### src/common/bt656cap_pkg.sv
/*
 * bt656 capture shared definitions
 * memory geometry, register map and the packed payloads
 * passed between decoder, packer and control interface
 */
package bt656cap_pkg;

	// ##################################################
	// memory geometry
	// ##################################################

	// byte address width of the memory port
	localparam int fml_depth = 27;
	// one burst is 32 bytes, sent as four 64-bit beats
	localparam int burst_bytes = 32;
	localparam int burst_beats = 4;
	// eight pixel words of 32 bits fill one burst
	localparam int burst_words = 8;
	// burst counters, per frame
	localparam int burst_cnt_w = 15;

	// ##################################################
	// apb register map, byte offsets
	// ##################################################

	localparam logic [11:0] reg_i2c = 12'h000;
	localparam logic [11:0] reg_filter = 12'h004;
	localparam logic [11:0] reg_base = 12'h008;
	localparam logic [11:0] reg_max = 12'h00c;
	localparam logic [11:0] reg_done = 12'h010;

	// burst aligned address, low five bits implied zero
	typedef logic [fml_depth-1:5] burst_adr_t;

	// raw bt656 byte with its strobe
	typedef struct packed {
		logic valid;
		logic [7:0] data;
	} vid_byte_t;

	// Cb Y Cr Y, first byte in the top bits
	typedef struct packed {
		logic valid;
		logic [31:0] data;
	} pixel_word_t;

	// frame status from the decoder
	typedef struct packed {
		logic in_frame;
		logic start_of_frame;
	} cap_event_t;

	// burst request, held until ack
	typedef struct packed {
		logic stb;
		burst_adr_t adr;
	} mem_cmd_t;

	// write beat
	typedef struct packed {
		logic valid;
		logic [63:0] data;
	} mem_beat_t;

	// bit-banged i2c outputs toward the video decoder chip
	typedef struct packed {
		logic sdc;
		logic sda_oe;
		logic sda_o;
	} i2c_pins_t;

endpackage
### src/verilog/bt656cap.sv
/*
 * bt656 capture top level
 * decoder feeds the burst packer, control interface sets
 * filter, base address and limit over apb
 */
`timescale 1ns/100ps

module bt656cap import bt656cap_pkg::*; (
	input  logic        sys_clk,
	input  logic        sys_rst,
	// video byte stream
	input  vid_byte_t   vid,
	// apb slave
	input  logic [11:0] paddr,
	input  logic        psel,
	input  logic        penable,
	input  logic        pwrite,
	input  logic [31:0] pwdata,
	output logic [31:0] prdata,
	output logic        pready,
	output logic        pslverr,
	// memory burst write port
	output mem_cmd_t    mem_cmd,
	input  logic        mem_ack,
	output mem_beat_t   mem_beat,
	// misc
	output logic        irq,
	output i2c_pins_t   i2c,
	input  logic        sda_line
);

	pixel_word_t pixel;
	cap_event_t cap_event;
	logic [1:0] field_filter;
	burst_adr_t adr_base;
	logic last_burst;
	logic next_burst;
	logic overrun;

	bt656cap_decoder decoder_i (
		.sys_clk      (sys_clk),
		.sys_rst      (sys_rst),
		.vid          (vid),
		.field_filter (field_filter),
		.pixel        (pixel),
		.cap_event    (cap_event)
	);

	bt656cap_packer packer_i (
		.sys_clk        (sys_clk),
		.sys_rst        (sys_rst),
		.pixel          (pixel),
		.start_of_frame (cap_event.start_of_frame),
		.adr_base       (adr_base),
		.last_burst     (last_burst),
		.mem_ack        (mem_ack),
		.mem_cmd        (mem_cmd),
		.mem_beat       (mem_beat),
		.next_burst     (next_burst),
		.overrun        (overrun)
	);

	bt656cap_ctlif ctlif_i (
		.sys_clk      (sys_clk),
		.sys_rst      (sys_rst),
		.paddr        (paddr),
		.psel         (psel),
		.penable      (penable),
		.pwrite       (pwrite),
		.pwdata       (pwdata),
		.prdata       (prdata),
		.pready       (pready),
		.pslverr      (pslverr),
		.cap_event    (cap_event),
		.next_burst   (next_burst),
		.overrun      (overrun),
		.sda_line     (sda_line),
		.irq          (irq),
		.field_filter (field_filter),
		.adr_base     (adr_base),
		.last_burst   (last_burst),
		.i2c          (i2c)
	);

endmodule

### src/bt656cap/bt656cap_ctlif.sv
/*
 * capture control interface
 * apb registers for i2c pins, field filter, base address and
 * burst limit, plus the per-frame burst counter and irq
 */
`timescale 1ns/100ps

module bt656cap_ctlif import bt656cap_pkg::*; (
	input  logic        sys_clk,
	input  logic        sys_rst,
	input  logic [11:0] paddr,
	input  logic        psel,
	input  logic        penable,
	input  logic        pwrite,
	input  logic [31:0] pwdata,
	output logic [31:0] prdata,
	output logic        pready,
	output logic        pslverr,
	input  cap_event_t  cap_event,
	input  logic        next_burst,
	input  logic        overrun,
	input  logic        sda_line,
	output logic        irq,
	output logic [1:0]  field_filter,
	output burst_adr_t  adr_base,
	output logic        last_burst,
	output i2c_pins_t   i2c
);

	logic sda_sync1;
	logic sda_sync2;
	logic sdc_q;
	logic sda_oe_q;
	logic sda_o_q;
	logic ovf_flag;
	logic [burst_cnt_w-1:0] max_bursts;
	logic [burst_cnt_w-1:0] done_bursts;
	logic [burst_cnt_w-1:0] burst_counter;
	logic [burst_cnt_w-1:0] cnt_inc;

	logic apb_wr;
	logic reg_hit;

	// ##################################################
	// apb access
	// ##################################################

	// no wait states
	assign pready = 1'b1;
	assign apb_wr = psel && penable && pwrite;
	assign pslverr = psel && penable && !reg_hit;

	// read mux, low base bits and reserved bits read zero
	always_comb begin
		reg_hit = 1'b1;
		prdata = '0;
		case (paddr)
			reg_i2c: prdata = 32'({sdc_q, sda_oe_q, sda_o_q, sda_sync2});
			reg_filter: prdata = 32'({ovf_flag, cap_event.in_frame, field_filter});
			reg_base: prdata = 32'({adr_base, 5'b0});
			reg_max: prdata = 32'(max_bursts);
			reg_done: prdata = 32'(done_bursts);
			default: reg_hit = 1'b0;
		endcase
		if (!psel)
			prdata = '0;
	end

	// writable registers, done is read only
	always_ff @(posedge sys_clk) begin
		if (sys_rst) begin
			sdc_q <= 1'b0;
			sda_oe_q <= 1'b0;
			sda_o_q <= 1'b0;
			field_filter <= 2'b00;
			adr_base <= '0;
			max_bursts <= '0;
		end else if (apb_wr) begin
			case (paddr)
				reg_i2c: begin
					sda_o_q <= pwdata[1];
					sda_oe_q <= pwdata[2];
					sdc_q <= pwdata[3];
				end
				reg_filter: field_filter <= pwdata[1:0];
				reg_base: adr_base <= pwdata[fml_depth-1:5];
				reg_max: max_bursts <= pwdata[burst_cnt_w-1:0];
				default: ;
			endcase
		end
	end

	// sticky overrun, write 1 clears, a new drop wins
	always_ff @(posedge sys_clk) begin
		if (sys_rst)
			ovf_flag <= 1'b0;
		else if (overrun)
			ovf_flag <= 1'b1;
		else if (apb_wr && (paddr == reg_filter) && pwdata[3])
			ovf_flag <= 1'b0;
	end

	// ##################################################
	// i2c pins
	// ##################################################

	// sda comes from the pad, two flop synchronizer
	always_ff @(posedge sys_clk) begin
		if (sys_rst) begin
			sda_sync1 <= 1'b0;
			sda_sync2 <= 1'b0;
		end else begin
			sda_sync1 <= sda_line;
			sda_sync2 <= sda_sync1;
		end
	end

	assign i2c.sdc = sdc_q;
	assign i2c.sda_oe = sda_oe_q;
	assign i2c.sda_o = sda_o_q;

	// ##################################################
	// per-frame burst accounting
	// ##################################################

	assign cnt_inc = burst_counter + 1'b1;

	always_ff @(posedge sys_clk) begin
		if (sys_rst) begin
			irq <= 1'b0;
			burst_counter <= '0;
			done_bursts <= '0;
			last_burst <= 1'b0;
		end else begin
			irq <= cap_event.start_of_frame;
			if (cap_event.start_of_frame) begin
				// snapshot what the previous frame wrote
				done_bursts <= burst_counter;
				burst_counter <= '0;
				last_burst <= 1'b0;
			end else if (next_burst) begin
				burst_counter <= cnt_inc;
				// max of zero never matches, capture is unlimited
				last_burst <= (cnt_inc == max_bursts);
			end
		end
	end

endmodule

### src/bt656cap/bt656cap_packer.sv
/*
 * burst packer
 * collects pixel words into two 32-byte buffers and writes
 * each full buffer to memory as a request plus four beats
 */
`timescale 1ns/100ps

module bt656cap_packer import bt656cap_pkg::*; (
	input  logic        sys_clk,
	input  logic        sys_rst,
	input  pixel_word_t pixel,
	input  logic        start_of_frame,
	input  burst_adr_t  adr_base,
	input  logic        last_burst,
	input  logic        mem_ack,
	output mem_cmd_t    mem_cmd,
	output mem_beat_t   mem_beat,
	output logic        next_burst,
	output logic        overrun
);

	localparam int ptr_w = $clog2(burst_words);
	localparam int beat_w = $clog2(burst_beats);

	typedef enum logic [1:0] {
		w_idle,
		w_req,
		w_beat
	} wr_state_t;

	logic [burst_bytes*8-1:0] buf_q [2];
	logic [1:0] full;
	logic wr_sel;
	logic rd_sel;
	logic [ptr_w-1:0] wptr;
	wr_state_t state;
	logic [beat_w-1:0] beat_idx;
	logic [beat_w-1:0] nxt_idx;
	logic [burst_cnt_w-1:0] burst_idx;
	logic stb_q;
	burst_adr_t adr_q;
	logic beat_valid_q;
	logic [63:0] beat_data_q;

	logic word_ok;
	logic fill_now;
	logic discard;
	logic launch;
	logic beat_load;

	// ##################################################
	// fill side
	// ##################################################

	// buffer being filled is full only when both are
	assign overrun = pixel.valid && full[wr_sel];
	assign word_ok = pixel.valid && !full[wr_sel] && !start_of_frame;
	assign fill_now = word_ok && (wptr == ptr_w'(burst_words - 1));

	// ##################################################
	// drain side
	// ##################################################

	// limit reached, drop the buffer instead of writing it
	assign discard = (state == w_idle) && full[rd_sel] && last_burst;
	// the filling word may start the request directly
	assign launch = (state == w_idle) && !last_burst && (full[rd_sel] || fill_now);
	assign next_burst = stb_q && mem_ack;

	assign beat_load = ((state == w_req) && mem_ack) ||
		((state == w_beat) && (beat_idx != beat_w'(burst_beats - 1)));
	assign nxt_idx = (state == w_req) ? '0 : beat_idx + 1'b1;

	always_ff @(posedge sys_clk) begin
		if (sys_rst) begin
			full <= 2'b00;
			wr_sel <= 1'b0;
			rd_sel <= 1'b0;
			wptr <= '0;
			state <= w_idle;
			beat_idx <= '0;
			burst_idx <= '0;
			stb_q <= 1'b0;
			beat_valid_q <= 1'b0;
		end else begin
			// partial burst of the previous frame is abandoned
			if (start_of_frame) begin
				wptr <= '0;
			end else if (word_ok) begin
				wptr <= wptr + 1'b1;
				if (fill_now) begin
					full[wr_sel] <= 1'b1;
					wr_sel <= ~wr_sel;
				end
			end

			if (start_of_frame)
				burst_idx <= '0;
			else if (next_burst)
				burst_idx <= burst_idx + 1'b1;

			case (state)
				w_idle: begin
					if (discard) begin
						full[rd_sel] <= 1'b0;
						rd_sel <= ~rd_sel;
					end else if (launch) begin
						stb_q <= 1'b1;
						state <= w_req;
					end
				end
				w_req: begin
					if (mem_ack) begin
						stb_q <= 1'b0;
						beat_valid_q <= 1'b1;
						beat_idx <= '0;
						state <= w_beat;
					end
				end
				default: begin
					if (beat_idx == beat_w'(burst_beats - 1)) begin
						// last beat out, buffer is free again
						beat_valid_q <= 1'b0;
						full[rd_sel] <= 1'b0;
						rd_sel <= ~rd_sel;
						state <= w_idle;
					end else begin
						beat_idx <= beat_idx + 1'b1;
					end
				end
			endcase
		end
	end

	// buffer storage and port payload
	always_ff @(posedge sys_clk) begin
		if (word_ok)
			buf_q[wr_sel][(burst_words - 1 - wptr)*32 +: 32] <= pixel.data;
		if (launch)
			adr_q <= adr_base + burst_adr_t'(burst_idx);
		// first word of a pair lands in the high half
		if (beat_load)
			beat_data_q <= buf_q[rd_sel][(burst_beats - 1 - nxt_idx)*64 +: 64];
	end

	assign mem_cmd.stb = stb_q;
	assign mem_cmd.adr = adr_q;
	assign mem_beat.valid = beat_valid_q;
	assign mem_beat.data = beat_data_q;

endmodule

### src/bt656cap/bt656cap_decoder.sv
/*
 * bt656 stream decoder
 * finds FF 00 00 XY timing codes, tracks F V H, applies the
 * field filter and packs active bytes into 32-bit pixel words
 */
`timescale 1ns/100ps

module bt656cap_decoder import bt656cap_pkg::*; (
	input  logic        sys_clk,
	input  logic        sys_rst,
	input  vid_byte_t   vid,
	input  logic [1:0]  field_filter,
	output pixel_word_t pixel,
	output cap_event_t  cap_event
);

	// preamble matcher states
	typedef enum logic [1:0] {
		s_data,
		s_ff,
		s_zero1,
		s_zero2
	} sync_state_t;

	sync_state_t state;
	logic v_prev;
	logic active;
	logic [1:0] byte_idx;
	logic [23:0] word_sr;
	logic pix_valid;
	logic [31:0] pix_data;
	logic sof_q;
	logic in_frame_q;

	logic code_byte;
	logic code_f;
	logic code_v;
	logic code_h;
	logic code_sof;
	logic code_in_frame;
	logic act_byte;

	// ##################################################
	// timing code decode
	// ##################################################

	// XY byte arrives right after FF 00 00
	assign code_byte = vid.valid && (state == s_zero2);
	assign code_f = vid.data[6];
	assign code_v = vid.data[5];
	assign code_h = vid.data[4];

	// first code out of vertical blank, accepted field only
	assign code_sof = !code_v && v_prev && field_filter[code_f];
	// frame ends at the next code with V set
	assign code_in_frame = code_v ? 1'b0 : (code_sof || in_frame_q);

	// FF never appears inside active video
	assign act_byte = vid.valid && active && (vid.data != 8'hff);

	always_ff @(posedge sys_clk) begin
		if (sys_rst) begin
			state <= s_data;
		end else if (vid.valid) begin
			case (state)
				s_data: begin
					if (vid.data == 8'hff)
						state <= s_ff;
				end
				s_ff: begin
					if (vid.data == 8'h00)
						state <= s_zero1;
					else if (vid.data != 8'hff)
						state <= s_data;
				end
				s_zero1: begin
					if (vid.data == 8'h00)
						state <= s_zero2;
					else if (vid.data == 8'hff)
						state <= s_ff;
					else
						state <= s_data;
				end
				// XY consumed, back to plain bytes
				default: state <= s_data;
			endcase
		end
	end

	// frame flags, active window and byte index
	always_ff @(posedge sys_clk) begin
		if (sys_rst) begin
			v_prev <= 1'b0;
			active <= 1'b0;
			byte_idx <= 2'd0;
			sof_q <= 1'b0;
			in_frame_q <= 1'b0;
			pix_valid <= 1'b0;
		end else begin
			sof_q <= 1'b0;
			pix_valid <= 1'b0;
			if (code_byte) begin
				v_prev <= code_v;
				sof_q <= code_sof;
				in_frame_q <= code_in_frame;
				// SAV of a captured line opens the window
				active <= !code_h && code_in_frame;
				if (!code_h)
					byte_idx <= 2'd0;
			end else if (vid.valid && vid.data == 8'hff) begin
				active <= 1'b0;
			end else if (act_byte) begin
				byte_idx <= byte_idx + 2'd1;
				if (byte_idx == 2'd3)
					pix_valid <= 1'b1;
			end
		end
	end

	// ##################################################
	// byte to word packing
	// ##################################################

	always_ff @(posedge sys_clk) begin
		if (act_byte) begin
			word_sr <= {word_sr[15:0], vid.data};
			// fourth byte completes the word, oldest byte on top
			if (byte_idx == 2'd3)
				pix_data <= {word_sr, vid.data};
		end
	end

	assign pixel.valid = pix_valid;
	assign pixel.data = pix_data;
	assign cap_event.in_frame = in_frame_q;
	assign cap_event.start_of_frame = sof_q;

endmodule

### config.mk
export PLATFORM = sky130hd
export DESIGN_NAME = bt656cap
export DESIGN_NICKNAME = d
export VERILOG_FILES = /design/src/common/bt656cap_pkg.sv /design/src/verilog/bt656cap.sv /design/src/bt656cap/bt656cap_ctlif.sv /design/src/bt656cap/bt656cap_packer.sv /design/src/bt656cap/bt656cap_decoder.sv
export SDC_FILE = /design/constraint.sdc
export NUM_CORES = 1
export LEC_CHECK = 0
export BUFFER_PORTS_ARGS = -buffer_cell sky130_fd_sc_hd__buf_2
export CORE_MARGIN = 1
export CORE_UTILIZATION = 61
export CTS_CLUSTER_DIAMETER = 40
export CTS_CLUSTER_SIZE = 24
export DETAILED_ROUTE_END_ITERATION = 10
export PLACE_DENSITY = 0.85
export SYNTH_ARGS = -nofsm -noshare
export SYNTH_HDL_FRONTEND = slang
export SYNTH_SLANG_ARGS = --single-unit
### constraint.sdc
create_clock -name sys_clk -period 3.75 [get_ports sys_clk]
set_input_delay 0.1875 -clock sys_clk [delete_from_list [all_inputs] [get_ports sys_clk]]
set_output_delay 0.1875 -clock sys_clk [all_outputs]
set_load 0.05 [all_outputs]
After elaboration in Yosys (flattened, before gate mapping)
Memory sizes are Yosys's and may differ from the RTL's. A register that Yosys moved wholly into a read port is not among the register bits.
Index checks and enable logic that the tools add are counted.
{ "op_classes": {"addsub": 9, "n_lt_le_gt_ge": 5, "eq_ne": 25, "shift": 3, "muxes": 59, "bitwise_logic": 10, "n_reduce_logical": 62} }
{ "op_table": {"columns": ["cell", "count"], "rows": [
  ["$mux 256", 1],
  ["$shift 32x34->256 const A", 1],
  ["$shiftx 256x33->64", 1],
  ["$shiftx 32x34->256", 1],
  ["$pmux 27 s5", 1],
  ["$mux 2", 21],
  ["$neg 32->34", 1],
  ["$add 15x1->15 const B", 2],
  ["$mux 27", 1],
  ["$mux 1", 26],
  ["$logic_and 1x1->1", 25],
  ["$eq 12x4->1 const B", 2],
  ["$add 22x15->22", 1],
  ["$reduce_and 3->1", 6],
  ["$eq 15x15->1", 1],
  ["$eq 12x3->1 const B", 1],
  ["$eq 12x5->1 const B", 1],
  ["$logic_not 12->1", 1],
  ["$pmux 2 s2", 3],
  ["$reduce_bool 2->1", 6],
  ["$eq 2x2->1 const B", 5],
  ["$ne 2x1->1 const B", 5],
  ["$reduce_and 2->1", 5],
  ["$eq 8x8->1 const B", 1],
  ["other kinds (27)", 54]
]} }
{ "word_totals": {"ff_bits": 256, "mem_bits_rw": 512, "input_bits": 60, "out_inout_bits": 126, "wordCells": 207, "memories": 1} }
{ "memory_table": {"columns": ["memory", "words", "word_bits", "read_ports", "rd_ports_with_merged_regs", "write_ports", "line", "source"], "rows": [
  ["packer_i.buf_q", 2, 256, 1, 1, 1, "bt656cap_packer.sv:31", "logic [burst_bytes*8-1:0] buf_q [2];"]
]} }

Longest topological paths before layout
Gate-level depths: netlist (run 1).
{ "logic_depth": {"ltp_word": 13, "mapped_depth": 8, "mapped_depth_nobuf": 8} }

Modules after synthesis
From an unflattened synthesis (run 1), not the netlist that was laid out.
{ "unflattened": {"hier_cells": 2037, "hier_area_um2": 31966.9} }
{ "by_module_without_submodules": {"columns": ["module", "instances", "cells_per_inst", "area_each_um2"], "rows": [
  ["bt656cap_packer", 1, 1434, 25851.0],
  ["bt656cap_ctlif", 1, 487, 3917.5],
  ["bt656cap_decoder", 1, 116, 2198.4]
]} }

Worst setup path after synthesis (run 1)
OpenSTA, ideal clock, no wires.
{ "synth_path": {"kind": "flip-flop to flip-flop", "startpoint": "reg packer_i.wr_sel", "endpoint": "mem packer_i.buf_q[0][0] (netlist name), enable pin", "setup_ns": 0.425, "arrival_time_ns": 2.825, "required_time_ns": 3.325, "path_slack_ns": 0.501, "path_stages_with_launch": 8, "n_path_buf": 1, "period_less_slack_ns": 3.249, "cell_sequence": "dfxtp_1 -> buf_2 -> mux2i_1 -> nand2_1 -> nor2_2 -> nand2_2 -> nor4_1 -> nor2b_1"} }
{ "synth_via": {"elab_chain_len": 7} }
{ "synth_rtl": {"columns": ["item", "line", "source"], "rows": [
  ["start: declaration", "bt656cap_packer.sv:33", "logic wr_sel;"],
  ["start signal: assignment", "bt656cap_packer.sv:93", "wr_sel <= ~wr_sel;"],
  ["$mux 1 (not written as such) (2 in series)", "bt656cap_packer.sv:57", "assign word_ok = pixel.valid && !full[wr_sel] && !start_of_frame;"],
  ["$logic_not 1->1", "bt656cap_packer.sv:57", null],
  ["$logic_and 1x1->1 (2 in series)", "bt656cap_packer.sv:57", null],
  ["$mux 1", "bt656cap_packer.sv:137", "if (word_ok)"],
  ["$mux 256 (not written as such)", "bt656cap_packer.sv:138", "buf_q[wr_sel][(burst_words - 1 - wptr)*32 +: 32] <= pixel.data;"],
  ["end: declaration", "bt656cap_packer.sv:31", null]
]} }
Several ways; a longest one is shown, not always the timed one. The select of a mux whose other input is x is not followed.

Worst setup path after layout (run 1)
{ "layout_path": {"startpoint": "reg packer_i.wptr[0]", "endpoint": "mem packer_i.buf_q[1][142] (netlist name), enable pin"} }
{ "layout_via": {"elab_chain_len": 4} }
{ "layout_rtl": {"columns": ["item", "line", "source"], "rows": [
  ["start: declaration", "bt656cap_packer.sv:35", "logic [ptr_w-1:0] wptr;"],
  ["start signal: assignment", "bt656cap_packer.sv:90", "wptr <= wptr + 1'b1;"],
  ["$sub 3x3->4", "bt656cap_packer.sv:138", null],
  ["$neg 32->34", "bt656cap_packer.sv:138", null],
  ["$shift 32x34->256", "bt656cap_packer.sv:138", null],
  ["$mux 256 (not written as such)", "bt656cap_packer.sv:138", null]
]} }
Every way passes these cells.

==> impl_metrics.json, run 1 <==
{
  "cts.htree.levels": 3,
  "area_growth_pct": 15.92,
  "r2r_setup_slack_ps": 400,
  "grt_max_degree": 82,
  "netlist_instances": 2023,
  "synthArstFlopShare_pct": 0,
  "multiInputGateArea_um2": 9245,
  "start_util_pct": 61.81,
  "ff2ff_path_depth": 7,
  "end_kind": "flop",
  "die_x_um": 230.0,
  "critPathMostFrequentCell": "ha_1",
  "r2r_start": "packer_i.wptr[0]",
  "finClkSkew_ps": 31.44,
  "cts_buffer_depth": 3,
  "rsz0062_at_grt": "false",
  "ir_drop_uv": 345.5,
  "root_buffer": "clkbuf_16",
  "rows": 83,
  "cts_buffers": 83,
  "reg2reg_to": "packer_i.buf_q[1][142]",
  "final_common_cell": "edfxtp_1",
  "grt_pass1_wl_um": 113900,
  "cts_tree": "yes",
  "cp.required_ps": 4000,
  "drt-initial-drc-count": 2042,
  "grt_pass1_vias": 19140,
  "outcome": "completed",
  "period_minus_slack_ps": 3347,
  "p_leak_uw": 0.01198,
  "cts-resized-gates": 0,
  "ys_types": 71,
  "slowest_stage": "ha_1",
  "wl_um": 75890,
  "worstPathMaxFanout": 32,
  "ys_seq_area_share_pct": 69.19,
  "clock_latency_ps": 640,
  "synth_edf_count": 654,
  "synth_warnings": 0,
  "viasPerCell": 6.282,
  "clkTransAtPathRegs_ps": 70,
  "cp.arrival_ps": 3590,
  "min_period_over_period_pct": 89.25,
  "start_kind": "flop",
  "place.gp.congestion": 0.8742,
  "setup_violations": 0,
  "p_total_uw": 17880,
  "cp-startpoint": "packer_i.wptr[0]",
  "crit_family": "simple AND/OR/NAND/NOR gates",
  "hpwl_um": 44570,
  "final_cell_mix": "edfxtp_1, and2_1, buf_2",
  "wl_per_cell_um": 25.27,
  "drv_slew": 0,
  "antenna_found_initial": 4,
  "syn_area_per_cell_um2": 15.68,
  "core_um2": 51300,
  "drive_above_1_share_pct": 26.10,
  "relSlewSlack_pct": 33.98,
  "hold-worst-slack_ps": 171.7,
  "path_class": "flop to flop",
  "seq_area_um2": 21940,
  "syn-cell-area_um2": 31710,
  "fillers": 3008,
  "setup-tns-final_ps": 0,
  "ios": 186,
  "cts_sinks": 769,
  "die_h_um": 230.0,
  "drtPass1Iterations": 6,
  "nets": 2336,
  "overflow": 0,
  "worstMarginPinSlew_ps": 990.4,
  "synth_flop_cell": "edfxtp_1",
  "drcViolationCount": 0,
  "p_per_area_nw_per_um2": 486.5,
  "max_freq_mhz": 298.8,
  "crit_cells": 7,
  "cpPeakStageDelay_ps": 550,
  "ys_ff_latch": 769,
  "cap_viol_max_count": 0,
  "vias": 18870,
  "path_buf_inv": 1,
  "track_usage_pct": 28.92,
  "numPortBuffers": 174,
  "die_area_um2": 52900,
  "hold_start": "penable",
  "cp_cell_sequence": "ha_1, ha_1, nand2_1, or2_2, nor3b_2, and3_1, buf_4",
  "hold_viol": 0,
  "ant_nets": 0,
  "hold_class": "input pin to flop",
  "endpoint": "packer_i.buf_q[1][142]"
}
[where the power goes]
group / internal, uW / switching, uW / total, uW
registers: 9130 / 0.245 / 9130
clock network: 4740 / 3880 / 8620
logic: 52.8 / 78.2 / 131
[sequential cells by signal, summed over array words and instances, names as in the netlist, 3 cells and up, named ones only]
signal / flops
packer_i.adr_q: 22
ctlif_i.max_bursts: 15
ctlif_i.burst_counter: 15
packer_i.buf_q: 512
decoder_i.pix_data: 32
ctlif_i.done_bursts: 15
packer_i.beat_data_q: 64
decoder_i.word_sr: 24
packer_i.burst_idx: 15
packer_i.wptr: 3
ctlif_i.adr_base: 22
[worst min path at each step]
stage | endpoint | slack, ps | cells after the start
final | ctlif_i.sda_oe_q | 170 | 4
after global routing | ctlif_i.sdc_q | 200 | 4
after CTS | ctlif_i.sda_oe_q | 130 | 4
after detailed placement | decoder_i.pix_data[24] | 410 | 0
after global placement | decoder_i.pix_data[31] | 400 | 0
after floorplan | decoder_i.state[0] | 280 | 1
[repair_timing]
action,4_1_cts,5_1_grt
hold buffers,38,0
endpoints found under the hold margin,71,0
setup buffers,0,0
[through the flow]
step / worst slack [ps] / utilization, % / instances / area [um^2]
3_3_place_gp: 711.6 / 65.11 / 2811 / 33400
4_1_cts: 469.9 / 71.65 / 3002 / 36760
2_1_floorplan: 500.6 / - / 2027 / 31730
5_1_grt: 303.8 / 71.65 / 3002 / 36760
3_5_place_dp: 640.1 / 65.11 / 2811 / 33400
6_report: 403.1 / 71.66 / 3003 / 36760
[worst reg2reg max path, stage by stage, from the launching register on]
cell     delay [ps]
dfxtp_1         460
ha_1            280
ha_1            550
nand2_1         190
or2_2           500
nor3b_2         320
and3_1          190
buf_4           440
[final cells by class]
cell class | instances | share of cell area, %
Tap cell | 680 | 2.314
Antenna cell | 1 | 0.006807
Timing Repair Buffer | 259 | 4.636
Clock inverter | 66 | 2.229
Multi-Input combinational cell | 1131 | 25.15
Sequential cell | 769 | 59.70
Clock buffer | 87 | 5.865
Inverter | 10 | 0.1021
[cells by family (layout without fill, tap and decap cells)]
kind of cell,Yosys count,after routing,share of synthesized area (%)
flip-flops,769,769,69.19
AND/OR/NAND/NOR,662,662,10.91
multiplexers,215,215,12.09
AO/OA/AOI/OAI,164,164,3.172
buffers and inverters,127,422,2.016
XOR/XNOR,62,62,1.712
adder cells (fa/ha/maj),22,22,0.8917
other,2,7,0.02368
[metal layers]
layer	global-route usage, %	share of wire (%)	vias up	wire length, um
met2	49.56	51	1189	38690
met4	13.12	4.2	6	3221
met1	36.23	36	9361	27530
met5	0	0.049	-	37
li1	-	-	8100	-
met3	4.861	8.4	209	6406
[Yosys cell counts (3+ instances only)]
library cell	number	area share, %
xor2_1	27	0.75
a211oi_1	6	0.14
and4_1	6	0.17
buf_2	41	0.65
clkbuf_1	53	0.63
buf_4	15	0.36
o22ai_1	3	0.059
mux4_2	128	9.1
mux2_2	64	2.3
a21o_1	10	0.24
nand2b_1	6	0.12
xnor2_1	35	0.97
nor2_1	140	1.7
a31oi_1	6	0.12
mux2i_1	23	0.73
or3_1	5	0.099
ha_1	21	0.83
and3_1	27	0.53
dfxtp_1	115	7.3
o211ai_1	5	0.12
buf_6	5	0.18
nand4_1	12	0.24
inv_1	10	0.12
or2_2	6	0.12
nand2_1	159	1.9
a21oi_1	84	1.3
o21ai_1	4	0.063
edfxtp_1	654	62
nor4_1	6	0.12
and2_1	221	4.4
a22oi_1	12	0.28
nand3_1	22	0.35
nor2b_1	10	0.20
a222oi_1	4	0.13
nor3_1	18	0.28
o21ai_0	13	0.21
Note: power is estimated with default switching activity, not from simulation.
==> inputs of run 2 (changes only) <==
--- a/config.mk
+++ b/config.mk
@@ -7,11 +7,12 @@
 export LEC_CHECK = 0
 export BUFFER_PORTS_ARGS = -buffer_cell sky130_fd_sc_hd__buf_2
 export CORE_MARGIN = 1
-export CORE_UTILIZATION = 61
+export CORE_UTILIZATION = 63
+export CTS_BUF_LIST = sky130_fd_sc_hd__clkbuf_4
 export CTS_CLUSTER_DIAMETER = 40
 export CTS_CLUSTER_SIZE = 24
 export DETAILED_ROUTE_END_ITERATION = 10
-export PLACE_DENSITY = 0.85
+export PLACE_DENSITY = 0.87
 export SYNTH_ARGS = -nofsm -noshare
 export SYNTH_HDL_FRONTEND = slang
 export SYNTH_SLANG_ARGS = --single-unit
==> impl_metrics.json, run 2 (synthesized netlist as in run 1, its figures left out) <==
{
  "fillers": 2927,
  "vias": 18640,
  "setup-tns-final_ps": 0,
  "worstMarginPinSlew_ps": 1050,
  "wl_per_cell_um": 23.98,
  "ant_nets": 0,
  "min_period_over_period_pct": 96.91,
  "drtPass1Iterations": 7,
  "drt-initial-drc-count": 1943,
  "grt_pass1_wl_um": 108800,
  "worstPathMaxFanout": 6,
  "start_util_pct": 64.38,
  "crit_family": "buffers and inverters",
  "drv_slew": 0,
  "cpPeakStageDelay_ps": 590,
  "grt_util_met2_pct": 50.53,
  "nets": 2354,
  "cts.htree.levels": 3,
  "cts-resized-gates": 0,
  "track_usage_pct": 28.91,
  "hold-worst-slack_ps": 81.58,
  "core_um2": 49250,
  "area_growth_pct": 11.65,
  "start_kind": "input pin",
  "grt_pass1_vias": 19130,
  "critPathMostFrequentCell": "dlygate4sd3_1",
  "cp.arrival_ps": 3450,
  "path_class": "input pin to primary output",
  "hpwl_um": 44320,
  "largest_reg_flops": 512,
  "hold_class": "input pin to flop",
  "p_total_uw": 14350,
  "grt_max_degree": 82,
  "finClkSkew_ps": 108.2,
  "gr-max-usage-layer": "met2",
  "root_buffer": "clkbuf_4",
  "viasPerCell": 6.192,
  "rows": 81,
  "max_freq_mhz": 275.2,
  "die_x_um": 226.4,
  "slowest_stage": "dlygate4sd3_1",
  "relSlewSlack_pct": 29.65,
  "wl_um": 72190,
  "use_met3_pct": 4.872,
  "die_h_um": 226.4,
  "drive_above_1_share_pct": 25.63,
  "overflow": 0,
  "final_cell_mix": "edfxtp_1, and2_1, buf_2",
  "cts_tree": "yes",
  "final_common_cell": "edfxtp_1",
  "ir_drop_uv": 303.3,
  "reg.largest.list": "packer_i.buf_q x512, packer_i.beat_data_q x64, decoder_i.pix_data x32",
  "p_per_area_nw_per_um2": 405.4,
  "end_kind": "primary output",
  "rsz0062_at_grt": "false",
  "clock_latency_ps": 910,
  "path_buf_inv": 5,
  "cts_buffer_depth": 3,
  "setup_violations": 0,
  "clkTransAtPathRegs_ps": 170,
  "p_leak_uw": 0.01142,
  "numPortBuffers": 174,
  "cp.required_ps": 3560,
  "drcViolationCount": 0,
  "hold_viol": 0,
  "cp_cell_sequence": "dlygate4sd3_1, buf_2, nor2_1, dlygate4sd3_1, nand4_1, dlygate4sd3_1, nor2_1, a222oi_1, a21oi_1, buf_2",
  "outcome": "completed",
  "die_area_um2": 51240,
  "cts_sinks": 769,
  "antenna_found_initial": 7,
  "cap_viol_max_count": 0,
  "met1_usage_pct": 35.16,
  "place.gp.congestion": 0.8880,
  "top_register": "packer_i.buf_q",
  "ios": 186,
  "period_minus_slack_ps": 3634,
  "cts_buffers": 81
}
## run 2: cell count changes in the layout (fill, tap and decap cells not counted), moves of 3 or more
cell           before  now
buf_4              39   34
clkinv_4            4    9
clkinv_8           20    9
clkbuf_16          86    0
clkbuf_4            0   90
dlygate4sd3_1      38   63
diode_2             1    5
inv_6              16    8
inv_2               0    4
bufinv_16           4    7
## run 2: report_power, final
part           switching [uW]  leakage, uW  total, uW  internal (uW)
clock                    3170     0.000777       5080           1910
sequential              0.378      0.00639       9130           9130
combinational            80.2      0.00426        140           59.5
total                    3250       0.0114      14400          11100
## run 2: layout make-up
cell class / count / area, um^2 / share of cell area (%)
flip-flops and latches: 769 / 21940 / 61.98
clock buffers: 90 / 675.6 / 1.908
diodes: 5 / 12.51 / 0.03534
repair buffers: 279 / 1917 / 5.414
clock inverters: 62 / 747.0 / 2.110
inverters: 10 / 37.54 / 0.1060
well taps: 664 / 830.8 / 2.347
multi-input cells: 1131 / 9240 / 26.10
## run 2: per-layer routing
layer	vias up	share of wire [%]	wire length, um
met5	-	0.048	35
li1	8157	-	-
met3	195	8.1	5857
met1	9249	36	26140
met2	1032	51	37090
met4	6	4.3	3074
## run 2: worst reg2reg max path, cell delays in order (launching register included)
cell and delay [ps]:
dfxtp_1 490, ha_1 280, ha_1 550, nand2_1 180
or2_2 480, nor3b_2 310, and3_1 200, buf_4 460
## run 2: timing repair
item / 4_1_cts / 5_1_grt
hold buffers: 63 / 0
buffers inserted: 0 / 0
endpoints found under the hold margin: 155 / 0
endpoints found under the setup margin: 0 / 0
## run 2: final timing paths
path	start	to	slack, ps	depth (start not counted)
max	paddr[6]	prdata[3]	120	10
min	vid[3]	decoder_i.word_sr[3]	80	2
max reg2reg	packer_i.wptr[0]	packer_i.buf_q[1][149]	410	7
min reg2reg	decoder_i.word_sr[6]	decoder_i.pix_data[14]	360	0
## run 2: metrics by stage
step / utilization [%] / area [um^2] / instances / setup slack, ps
floorplan: - / 31730 / 2027 / 500.6
global placement: 67.69 / 33340 / 2790 / 707.9
detailed placement: 67.69 / 33340 / 2790 / 555.0
CTS: 71.86 / 35390 / 3005 / 277.6
global route: 71.88 / 35400 / 3009 / 8.240
finish: 71.88 / 35410 / 3010 / 115.9
==> inputs of run 3 (changes only) <==
--- a/config.mk
+++ b/config.mk
@@ -12,6 +12,7 @@
 export CTS_CLUSTER_DIAMETER = 40
 export CTS_CLUSTER_SIZE = 24
 export DETAILED_ROUTE_END_ITERATION = 10
+export GPL_TIMING_DRIVEN = 0
 export PLACE_DENSITY = 0.87
 export SYNTH_ARGS = -nofsm -noshare
 export SYNTH_HDL_FRONTEND = slang
==> impl_metrics.json, run 3 (synthesized netlist as in run 1, its figures left out) <==
{
  "worstPathMaxFanout": 20,
  "drcViolationCount": 0,
  "r2r_start": "packer_i.wptr[1]",
  "cts.htree.levels": 3,
  "track_usage_pct": 31.89,
  "drive_above_1_share_pct": 26.29,
  "die_h_um": 226.4,
  "root_buffer": "clkbuf_4",
  "endpoint": "packer_i.buf_q[0][148]",
  "cts_tree": "yes",
  "grt_pass1_vias": 19690,
  "drt-initial-drc-count": 2209,
  "start_kind": "flop",
  "wl_per_cell_um": 25.89,
  "start_util_pct": 64.38,
  "p_per_area_nw_per_um2": 399.7,
  "area_growth_pct": 13.21,
  "reg2reg_to": "packer_i.buf_q[0][148]",
  "nets": 2442,
  "path_class": "flop to flop",
  "r2r_setup_slack_ps": 270,
  "worstMarginPinSlew_ps": 1243,
  "p_seq_share_pct": 63.6,
  "grt_pass1_wl_um": 117000,
  "hpwl_um": 54950,
  "top_register": "packer_i.buf_q",
  "reg.largest.list": "packer_i.buf_q x512, packer_i.beat_data_q x64, decoder_i.pix_data x32",
  "ant_nets": 0,
  "antenna_found_initial": 4,
  "relSlewSlack_pct": 17.11,
  "p_leak_uw": 0.01161,
  "clock_latency_ps": 920,
  "period_minus_slack_ps": 3477,
  "p_int_uw": 11020,
  "hold_class": "input pin to flop",
  "viasPerCell": 6.313,
  "cts_sinks": 769,
  "rows": 81,
  "cap_viol_max_count": 0,
  "fin_area_um2": 35900,
  "switching_share_pct": 23.19,
  "ir_drop_uv": 298.8,
  "vias": 19530,
  "outcome": "completed",
  "numPortBuffers": 173,
  "clkTransAtPathRegs_ps": 140,
  "rsz0062_at_grt": "false",
  "drv_slew": 0,
  "hold-worst-slack_ps": 73.94,
  "setup_violations": 0,
  "dp_slack_ps": 171.5,
  "end_kind": "flop",
  "cp-startpoint": "packer_i.wptr[1]",
  "drtPass1Iterations": 5,
  "power_switching_uw": 3327,
  "final_cell_mix": "edfxtp_1, and2_1, buf_2",
  "final_common_cell": "edfxtp_1",
  "ios": 186,
  "clkPwrFrac_pct": 35.3,
  "min_period_over_period_pct": 92.72,
  "largest_reg_flops": 512,
  "cts_buffers": 83,
  "cts_setup_buffers": 0,
  "wl_um": 80090,
  "place.gp.congestion": 0.9253,
  "cp.arrival_ps": 4060,
  "grt_max_degree": 65,
  "overflow": 0,
  "cp.required_ps": 4330,
  "cts_buffer_depth": 3,
  "pwr-share-comb_pct": 1.1,
  "core_um2": 49250,
  "max_freq_mhz": 287.6,
  "fin_ws_ps": 272.8,
  "hold_viol": 0,
  "finClkSkew_ps": 67.31,
  "die_area_um2": 51240,
  "die_x_um": 226.4,
  "ff2ff_path_depth": 8,
  "place_area_um2": 33910
}
## run 3: worst min path at each step
stage	end	start	cells past startpoint
floorplan	decoder_i.state[0]	vid[8]	1
global placement	decoder_i.pix_data[25]	decoder_i.word_sr[17]	0
detailed placement	decoder_i.pix_data[29]	decoder_i.word_sr[21]	0
CTS	packer_i.beat_idx[0]	sys_rst	3
global route	packer_i.beat_idx[0]	sys_rst	3
finish	packer_i.beat_idx[0]	sys_rst	3
## run 3: power by group through the flow
stage               Clock (uW)  Sequential (uW)  Combinational, uW
global route              5390             9130                160
global placement             0             9320                107
CTS                       5090             9130                148
floorplan                    0             9320               46.4
finish                    5070             9130                151
detailed placement           0             9320                109
## run 3: layer usage
metal	up-vias	global-route usage, %	routed length (um)
met5	-	0	0
met4	0	19.31	4828
met3	278	5.598	7253
met2	1324	54.13	40110
met1	9588	38.26	27890
li1	8336	-	-
## run 3: timing repair
item,CTS,global route
gates resized for setup,0,2
endpoints found under the hold margin,81,0
setup endpoints to repair,0,19
hold buffers,60,0
## run 3: final cells by class
class	count	area [um^2]
multi-input cells	1131	9260
fillers	2960	13360
repair buffers	248	1842
inverters	10	37.54
well taps	664	830.8
diodes	2	5.005
flip-flops and latches	769	21940
clock buffers	88	660.6
clock inverters	64	719.4
plain buffers	117	603.1
## run 3: stage by stage
stage	util [%]	setup TNS (ps)	total power, uW	cells
2_1_floorplan	-	0	9371	2027
3_3_place_gp	67.86	-320540	9431	2864
3_5_place_dp	68.84	0	9433	2879
4_1_cts	72.86	0	14360	3091
5_1_grt	72.88	0	14680	3092
6_report	72.89	0	14350	3093
## run 3: worst max-delay path, stage by stage, from the launching register on
cell	delay, ps
dfxtp_1	390
ha_1	230
ha_1	330
nand2_1	100
or2_2	350
nor3b_2	490
clkbuf_2	480
and2_2	540
buf_12	250
